File: config.mk
export PLATFORM = sky130hd
export DESIGN_NAME = dp_ref_top
export DESIGN_NICKNAME = d
export VERILOG_FILES = /design/src/design/dp_ref_pkg.sv /design/src/design/reset_gen.sv /design/src/design/pio_regs.sv /design/src/design/lane_map.sv /design/src/design/heartbeat.sv /design/src/design/dp_ref_top.sv
export SDC_FILE = /design/constraint.sdc
export NUM_CORES = 1
export LEC_CHECK = 0
export BUFFER_PORTS_ARGS = -buffer_cell sky130_fd_sc_hd__buf_4
export CAP_MARGIN = 0
export CORE_AREA = 3 3 291 293
export CTS_CLUSTER_DIAMETER = 50
export DETAILED_ROUTE_END_ITERATION = 7
export DIE_AREA = 0 0 294 296
export PLACE_DENSITY = 0.42
export SLEW_MARGIN = 20
export SYNTH_ARGS = -nofsm -noshare
export SYNTH_HDL_FRONTEND = slang
export SYNTH_SLANG_ARGS = --single-unit
File: constraint.sdc
create_clock -name clk_por -period 18.8 [get_ports clk_por]
set_input_delay 2.82 -clock clk_por [delete_from_list [all_inputs] [get_ports clk_por]]
set_output_delay 2.82 -clock clk_por [all_outputs]
set_load 0.05 [all_outputs]
File: src/design/dp_ref_pkg.sv
// DisplayPort reference glue package: lane geometry, symbol, APB and PIO types, register map
package dp_ref_pkg;

    // Lane geometry
    localparam int LANES = 4;                       // DP lanes and GT channels
    localparam int SPL   = 4;                       // Symbols per lane per clock
    localparam int LANE_IDX_W = $clog2(LANES);

    // One TX link symbol, 11 bits
    typedef struct packed {
        logic       disp_mode;                      // 0 automatic, 1 forced
        logic       disp_val;                       // 0 negative, 1 positive
        logic       k;                              // K character
        logic [7:0] dat;
    } tx_sym_t;

    // One RX link symbol, 9 bits
    typedef struct packed {
        logic       k;
        logic [7:0] dat;
    } rx_sym_t;

    // Source lane index for every output lane
    typedef logic [LANES-1:0][LANE_IDX_W-1:0] lane_order_t;

    // APB request from the host
    typedef struct packed {
        logic        psel;
        logic        penable;
        logic        pwrite;
        logic [7:0]  paddr;
        logic [31:0] pwdata;
    } apb_req_t;

    // APB response back to the host
    typedef struct packed {
        logic        pready;
        logic        pslverr;
        logic [31:0] prdata;
    } apb_rsp_t;

    // Status inputs, gt_clk_lock is bit 0
    typedef struct packed {
        logic       rxpll_lock;
        logic       txpll_lock;
        logic [1:0] gtpll_lock;
        logic       rx_rst_done;
        logic       tx_rst_done;
        logic       vid_clk_lock;
        logic       gt_clk_lock;
    } pio_in_t;

    // Control outputs, clk_sel is bit 0
    typedef struct packed {
        logic [2:0] rx_rate;
        logic [2:0] tx_rate;
        logic [4:0] tx_postcursor;
        logic [3:0] tx_diffctrl;
        logic       rxpll_rst;
        logic       txpll_rst;
        logic       gtrx_rst;
        logic       gttx_rst;
        logic       dprx_rst;
        logic       dptx_rst;
        logic       clk_sel;                        // Reference clock select
    } pio_out_t;

    // Register map
    localparam logic [7:0] ADDR_PIO_IN  = 8'h00;
    localparam logic [7:0] ADDR_PIO_OUT = 8'h04;
    localparam logic [7:0] ADDR_VERSION = 8'h08;

endpackage

File: src/design/reset_gen.sv
// Reset generator: stretches the core reset for a fixed count after external release
`timescale 1ns/1ps

module reset_gen
#(
    parameter int RST_CNT_W = 10
)
(
    input  logic clk_por,
    input  logic sys_clk_from_pll,     // External reset, active high
    output logic core_rst
);

    logic [RST_CNT_W-1:0] rst_cnt;

    always_ff @(posedge clk_por or posedge sys_clk_from_pll)
    begin
        if (sys_clk_from_pll)
        begin
            rst_cnt  <= '0;
            core_rst <= 1'b1;
        end
        else
        begin
            // Count until all ones, then release
            if (!(&rst_cnt))
                rst_cnt <= rst_cnt + 1'b1;
            else
                core_rst <= 1'b0;
        end
    end

    // Once released, the core reset stays low until the next external reset
    a_no_rerise: assert property (
        @(posedge clk_por) disable iff (sys_clk_from_pll)
        !core_rst |=> !core_rst
    );

endmodule

File: src/design/pio_regs.sv
// PIO register block: APB slave for transceiver status, board control and version word
`timescale 1ns/1ps

module pio_regs
#(
    parameter logic [7:0] VER_MAJOR = 8'd1,
    parameter logic [7:0] VER_MINOR = 8'd0
)
(
    input  logic                    clk_por,
    input  logic                    core_rst,
    input  dp_ref_pkg::apb_req_t    apb_req,
    input  dp_ref_pkg::pio_in_t     pio_stat,
    output dp_ref_pkg::apb_rsp_t    apb_rsp,
    output dp_ref_pkg::pio_out_t    pio_ctl
);

    localparam int CTL_W = $bits(dp_ref_pkg::pio_out_t);

    dp_ref_pkg::pio_in_t    stat_meta;
    dp_ref_pkg::pio_in_t    stat_sync;
    logic                   apb_setup;
    logic                   apb_write;
    logic                   addr_hit;
    logic [31:0]            rd_data;

    assign apb_setup = apb_req.psel & ~apb_req.penable;
    assign apb_write = apb_req.psel & apb_req.penable & apb_req.pwrite;

    // Status bits come from other clock domains
    always_ff @(posedge clk_por or posedge core_rst)
    begin
        if (core_rst)
        begin
            stat_meta <= '0;
            stat_sync <= '0;
        end
        else
        begin
            stat_meta <= pio_stat;
            stat_sync <= stat_meta;
        end
    end

    // Address decode and read mux
    always_comb
    begin
        addr_hit = 1'b1;
        rd_data  = '0;
        case (apb_req.paddr)
            dp_ref_pkg::ADDR_PIO_IN:  rd_data = 32'(stat_sync);
            dp_ref_pkg::ADDR_PIO_OUT: rd_data = 32'(pio_ctl);     // Upper bits read zero
            dp_ref_pkg::ADDR_VERSION: rd_data = {16'h0000, VER_MAJOR, VER_MINOR};
            default:                  addr_hit = 1'b0;
        endcase
    end

    // Control register, updated at the end of the access cycle
    always_ff @(posedge clk_por or posedge core_rst)
    begin
        if (core_rst)
            pio_ctl <= '0;
        else if (apb_write && (apb_req.paddr == dp_ref_pkg::ADDR_PIO_OUT))
            pio_ctl <= apb_req.pwdata[CTL_W-1:0];
    end

    // Response is prepared during setup so the access cycle has no wait state
    always_ff @(posedge clk_por or posedge core_rst)
    begin
        if (core_rst)
            apb_rsp <= '0;
        else if (apb_setup)
        begin
            apb_rsp.pready  <= 1'b1;
            apb_rsp.pslverr <= ~addr_hit;
            apb_rsp.prdata  <= rd_data;                         // Zero on a miss
        end
        else
        begin
            apb_rsp.pready  <= 1'b0;
            apb_rsp.pslverr <= 1'b0;
        end
    end

    // Access phase must follow a setup phase of the same transfer
    a_apb_phase: assert property (
        @(posedge clk_por) disable iff (core_rst)
        apb_req.penable |-> (apb_req.psel && $past(apb_req.psel))
    );

endmodule

File: src/design/lane_map.sv
// Lane map: registered crossbar from source lanes to output lanes, one cycle latency
`timescale 1ns/1ps

module lane_map
#(
    parameter type                     sym_t = logic [8:0],
    parameter dp_ref_pkg::lane_order_t ORDER = {2'd3, 2'd2, 2'd1, 2'd0}
)
(
    input  logic                                            clk_por,
    input  logic                                            core_rst,
    input  sym_t [dp_ref_pkg::LANES-1:0][dp_ref_pkg::SPL-1:0] lanes_in,
    output sym_t [dp_ref_pkg::LANES-1:0][dp_ref_pkg::SPL-1:0] lanes_out
);

    // True when every source lane is used exactly once
    function automatic bit order_is_perm(dp_ref_pkg::lane_order_t ord);
        logic [dp_ref_pkg::LANES-1:0] seen;
        seen = '0;
        for (int i = 0; i < dp_ref_pkg::LANES; i++)
            seen[ord[i]] = 1'b1;
        return &seen;
    endfunction

    // Whole lanes move, symbol order inside a lane is kept
    always_ff @(posedge clk_por or posedge core_rst)
    begin
        if (core_rst)
            lanes_out <= '0;
        else
        begin
            for (int i = 0; i < dp_ref_pkg::LANES; i++)
                lanes_out[i] <= lanes_in[ORDER[i]];
        end
    end

    // A duplicated source would drop one lane entirely
    a_order_perm: assert property (
        @(posedge clk_por) disable iff (core_rst)
        order_is_perm(ORDER)
    );

endmodule

File: src/design/heartbeat.sv
// Heartbeat: down-counter that toggles the LED once per beat period
`timescale 1ns/1ps

module heartbeat
#(
    parameter int HB_BEAT = 25_000_000
)
(
    input  logic clk_por,
    input  logic core_rst,
    output logic led
);

    localparam int               CNT_W  = $clog2(HB_BEAT + 1);
    localparam logic [CNT_W-1:0] RELOAD = CNT_W'(HB_BEAT - 1);

    logic [CNT_W-1:0] beat_cnt;

    always_ff @(posedge clk_por or posedge core_rst)
    begin
        if (core_rst)
        begin
            beat_cnt <= RELOAD;
            led      <= 1'b0;
        end
        else if (beat_cnt == '0)
        begin
            beat_cnt <= RELOAD;     // One full beat per toggle
            led      <= ~led;
        end
        else
            beat_cnt <= beat_cnt - 1'b1;
    end

endmodule

File: src/design/dp_ref_top.sv
// DisplayPort reference glue top: reset, PIO registers, lane maps and heartbeat
`timescale 1ns/1ps

module dp_ref_top
#(
    parameter int                      RST_CNT_W = 10,
    parameter int                      HB_BEAT   = 25_000_000,
    parameter logic [7:0]              VER_MAJOR = 8'd1,
    parameter logic [7:0]              VER_MINOR = 8'd0,
    // GT0 <- DP3, GT1 <- DP1, GT2 <- DP2, GT3 <- DP0
    parameter dp_ref_pkg::lane_order_t TX_ORDER  = {2'd0, 2'd2, 2'd1, 2'd3},
    // DP0 <- GT0, DP1 <- GT2, DP2 <- GT1, DP3 <- GT3
    parameter dp_ref_pkg::lane_order_t RX_ORDER  = {2'd3, 2'd1, 2'd2, 2'd0}
)
(
    // Clock and external reset
    input  logic                    clk_por,
    input  logic                    sys_clk_from_pll,

    // Register bus
    input  dp_ref_pkg::apb_req_t    apb_req,
    output dp_ref_pkg::apb_rsp_t    apb_rsp,

    // Board status and control
    input  dp_ref_pkg::pio_in_t     pio_stat,
    output dp_ref_pkg::pio_out_t    pio_ctl,

    // TX link, DP core side in, GT side out
    input  dp_ref_pkg::tx_sym_t [dp_ref_pkg::LANES-1:0][dp_ref_pkg::SPL-1:0] dptx_lanes,
    output dp_ref_pkg::tx_sym_t [dp_ref_pkg::LANES-1:0][dp_ref_pkg::SPL-1:0] gt_tx_lanes,

    // RX link, GT side in, DP core side out
    input  dp_ref_pkg::rx_sym_t [dp_ref_pkg::LANES-1:0][dp_ref_pkg::SPL-1:0] gt_rx_lanes,
    output dp_ref_pkg::rx_sym_t [dp_ref_pkg::LANES-1:0][dp_ref_pkg::SPL-1:0] dprx_lanes,

    // Misc
    output logic                    led,
    output logic                    core_rst
);

    // Core reset stretch
    reset_gen
    #(
        .RST_CNT_W          (RST_CNT_W)
    )
    u_reset_gen
    (
        .clk_por            (clk_por),
        .sys_clk_from_pll   (sys_clk_from_pll),
        .core_rst           (core_rst)
    );

    // Status, control and version registers
    pio_regs
    #(
        .VER_MAJOR          (VER_MAJOR),
        .VER_MINOR          (VER_MINOR)
    )
    u_pio_regs
    (
        .clk_por            (clk_por),
        .core_rst           (core_rst),
        .apb_req            (apb_req),
        .pio_stat           (pio_stat),
        .apb_rsp            (apb_rsp),
        .pio_ctl            (pio_ctl)
    );

    // DP TX lanes to GT channels
    lane_map
    #(
        .sym_t              (dp_ref_pkg::tx_sym_t),
        .ORDER              (TX_ORDER)
    )
    u_tx_lane_map
    (
        .clk_por            (clk_por),
        .core_rst           (core_rst),
        .lanes_in           (dptx_lanes),
        .lanes_out          (gt_tx_lanes)
    );

    // GT channels to DP RX lanes
    lane_map
    #(
        .sym_t              (dp_ref_pkg::rx_sym_t),
        .ORDER              (RX_ORDER)
    )
    u_rx_lane_map
    (
        .clk_por            (clk_por),
        .core_rst           (core_rst),
        .lanes_in           (gt_rx_lanes),
        .lanes_out          (dprx_lanes)
    );

    // Board alive LED
    heartbeat
    #(
        .HB_BEAT            (HB_BEAT)
    )
    u_heartbeat
    (
        .clk_por            (clk_por),
        .core_rst           (core_rst),
        .led                (led)
    );

endmodule

==> run summary <==
CTS tree: yes
Antenna Nets Post-Route: 0
Clk Latency, worst-skew pair: 0.59 ns
PD cells: 120 mW/mm^2
Reg-to-Reg End: u_rx_lane_map.lanes_out[9]
initial antenna violation count: 19
DR pass1 iterations: 4
YS warnings: 0
Sum Neg Setup Slack: 0 ns
Iteration-0 DRC Markers: 286
Rows: 105
Hold Crit Class: register to asynchronous set/reset pin
cell count after synthesis: 647
CTS sink cnt: 419
final setup fails: 0
Max Slew Vio Count: 0
Die Y: 296 um
clock slew at reported path FFs: 0.06 ns
flops & latches, synth: 419
PortBufs: 730
VDD IR max: 0.0000704 V
WL/cell: 19.4 um
Fillers: 8569
maxcap violations: 0
Slew @ Worst Pin: 1.00 ns
layout cells sized above 1: 60.5%
via count: 8542
end of the critical path: u_pio_regs.pio_ctl[2]
core footprint: 0.0821 sq mm
cell area after layout: 0.0213 sq mm
Clock Tree Root: clkbuf_16
critical path required time: 19.25 ns
CTS Hold Buffers Added: 0
endpoint class of the critical path: register
number of global-route vias before repair: 9582
Worst Path Arrival: 4.82 ns
RSZ-0062 raised after global routing: false
total grt overflow: 0
fin crit period: 4.37 ns
Final Hold Viols: 0
initial core utilization: 14.7%
Total GRT Usage: 10.9%
status: complete, no violations
GPL Wtd Cong: 0.773
average cell area after synthesis: 18.6 sq um
r2r worst-path depth: 3
Final period util: 23.2%
P_leak: 0.00994 uW
largest net degree at the start of global routing: 80
buffer count from post-CTS setup fixing: 0
Final Util: 26.0%
R2R Path Start: u_reset_gen.core_rst
Post-DP HPWL: 39700 um
critical path type: input port to register
reg-to-reg slack, setup: 16.41 ns
dpl cell area: 0.0188 sq mm
crit path max fanout: 13
clk_skew: 0.0320 ns
Relative slew margins: 33.2%
Die ar.: 0.0870 sq mm
cell count after placement: 2442
CTS buffer count: 70
number of I/O pins: 751
Post-Syn Area: 0.0121 sq mm
Max Clock Freq: 229 MHz
# nets final: 1819
Max Root-Sink Buffers: 3
chip width: 294 um
CP startpoint: apb_req[33]
WL final: 50000 um
post-DR vias/cell: 3.32
register area share after synthesis: 87.2%
startpoint types: input port
unique cell type count in the Yosys netlist: 43
H-Tree Depth: 3
DR DRC count: 0
first-pass GRT wire length: 67900 um
post-CTS sizing: 0
Syn-to-layout area delta: 77.1%
final cell count without fillers: 2575
[Yosys cell counts (all sizes together)]
| cell | n | area share (%) |
|---|---|---|
| a21o | 1 | 0.062 |
| a21oi | 5 | 0.21 |
| a22o | 13 | 0.94 |
| a31o | 1 | 0.073 |
| a31oi | 3 | 0.16 |
| and2 | 1 | 0.052 |
| and4 | 1 | 0.073 |
| buf | 14 | 0.84 |
| clkbuf | 7 | 0.22 |
| conb | 1 | 0.031 |
| dfrtp | 401 | 83 |
| dfstp | 18 | 3.9 |
| ha | 2 | 0.21 |
| inv | 8 | 0.25 |
| mux2 | 24 | 2.2 |
| mux2i | 8 | 0.66 |
| nand2 | 25 | 0.78 |
| nand2b | 1 | 0.052 |
| nand3 | 10 | 0.42 |
| nand3b | 1 | 0.062 |
| nand4 | 7 | 0.36 |
| nor2 | 19 | 0.59 |
| nor2b | 3 | 0.16 |
| nor3 | 10 | 0.46 |
| nor3b | 2 | 0.12 |
| nor4 | 10 | 0.57 |
| o211ai | 1 | 0.062 |
| o21a | 1 | 0.062 |
| o21ai | 12 | 0.50 |
| o31ai | 4 | 0.25 |
| or2 | 1 | 0.052 |
| or3 | 5 | 0.30 |
| or3b | 1 | 0.073 |
| or4 | 5 | 0.34 |
| xnor2 | 15 | 1.2 |
| xor2 | 6 | 0.44 |
[area by class of cell]
type                    count  area (sq um)  share of cell area (%)
diodes                      5          12.5                  0.0586
clock buffers              86          1920                    8.97
clock inverters            42           566                    2.65
inverters                   8          37.5                   0.176
multi-input cells         208          1440                    6.72
flip-flops and latches    419         10500                    49.2
well taps                1070          1340                    6.27
repair buffers            737          5530                    25.9
[metrics by stage]
step                      hold slack [ns]  total power (uW)  setup WS (ns)
after floorplan                     0.331              1110           7.02
after global placement              0.332              1240          13.82
after detailed placement            0.336              1240          13.84
after CTS                           0.349              2620          14.48
after global routing                0.349              2660          14.29
final                               0.320              2570          14.43
[placed cells by master, fill, tap and decap left out, drive strengths merged, types with 6 or more instances in the layout]
| cell type | instances |
|---|---|
| xor2 | 6 |
| mux2i | 8 |
| clkinv | 13 |
| conb | 10 |
| a22o | 13 |
| dfstp | 18 |
| nand3 | 10 |
| nand4 | 7 |
| inv | 22 |
| buf | 737 |
| nor2 | 19 |
| o21ai | 12 |
| nor3 | 10 |
| dfrtp | 401 |
| mux2 | 24 |
| clkinvlp | 6 |
| xnor2 | 15 |
| bufinv | 9 |
| clkbuf | 86 |
| nand2 | 25 |
| nor4 | 10 |
[per-layer routing]
layer / wire length, um / global-route usage [%]
met5: 81 / 0
met4: 2070 / 5.14
met3: 5400 / 5.28
met2: 24500 / 18.0
met1: 18000 / 11.9
[worst min-delay path by stage]
| stage | from | cells after the start | to |
|---|---|---|---|
| floorplan | u_pio_regs.stat_meta[0] | 0 | u_pio_regs.stat_sync[0] |
| global placement | u_pio_regs.stat_meta[0] | 0 | u_pio_regs.stat_sync[0] |
| detailed placement | u_pio_regs.stat_meta[0] | 0 | u_pio_regs.stat_sync[0] |
| CTS | u_pio_regs.stat_meta[4] | 0 | u_pio_regs.stat_sync[4] |
| global route | u_pio_regs.stat_meta[4] | 0 | u_pio_regs.stat_sync[4] |
| finish | u_reset_gen.core_rst | 1 | u_rx_lane_map.lanes_out[108] |
[registers in the layout, indices dropped and copies added, names as in the netlist, 8 cells and up]
name,flops
u_pio_regs.stat_sync,8
u_pio_regs.apb_rsp,24
u_rx_lane_map.lanes_out,144
u_pio_regs.stat_meta,8
u_pio_regs.pio_ctl,22
u_tx_lane_map.lanes_out,176
u_heartbeat.beat_cnt,25
u_reset_gen.rst_cnt,10
[cells by family (layout without fill, tap and decap cells)]
group	Yosys count	in the layout	synth area share, %
simple gates	102	102	4.46
buf+inv	29	873	1.31
other cells	1	15	0.0311
compound gates	41	41	2.32
mux	32	32	2.91
fa+ha+maj	2	2	0.208
flops	419	419	87.2
xor+xnor	21	21	1.59
[report_power, final]
group	switching (uW)	total, uW	internal (uW)
clock network	476	1340	864
registers	13.4	956	942
logic	175	269	94.6
total	664	2570	1900
[worst max-delay path, stage by stage]
cell and delay (ns):
buf_4 0.11, nor4_1 0.35, nand2_1 0.23, nor2_2 0.59, buf_4 0.35, mux2_2 0.36
Power figures use the tool's default switching activity.
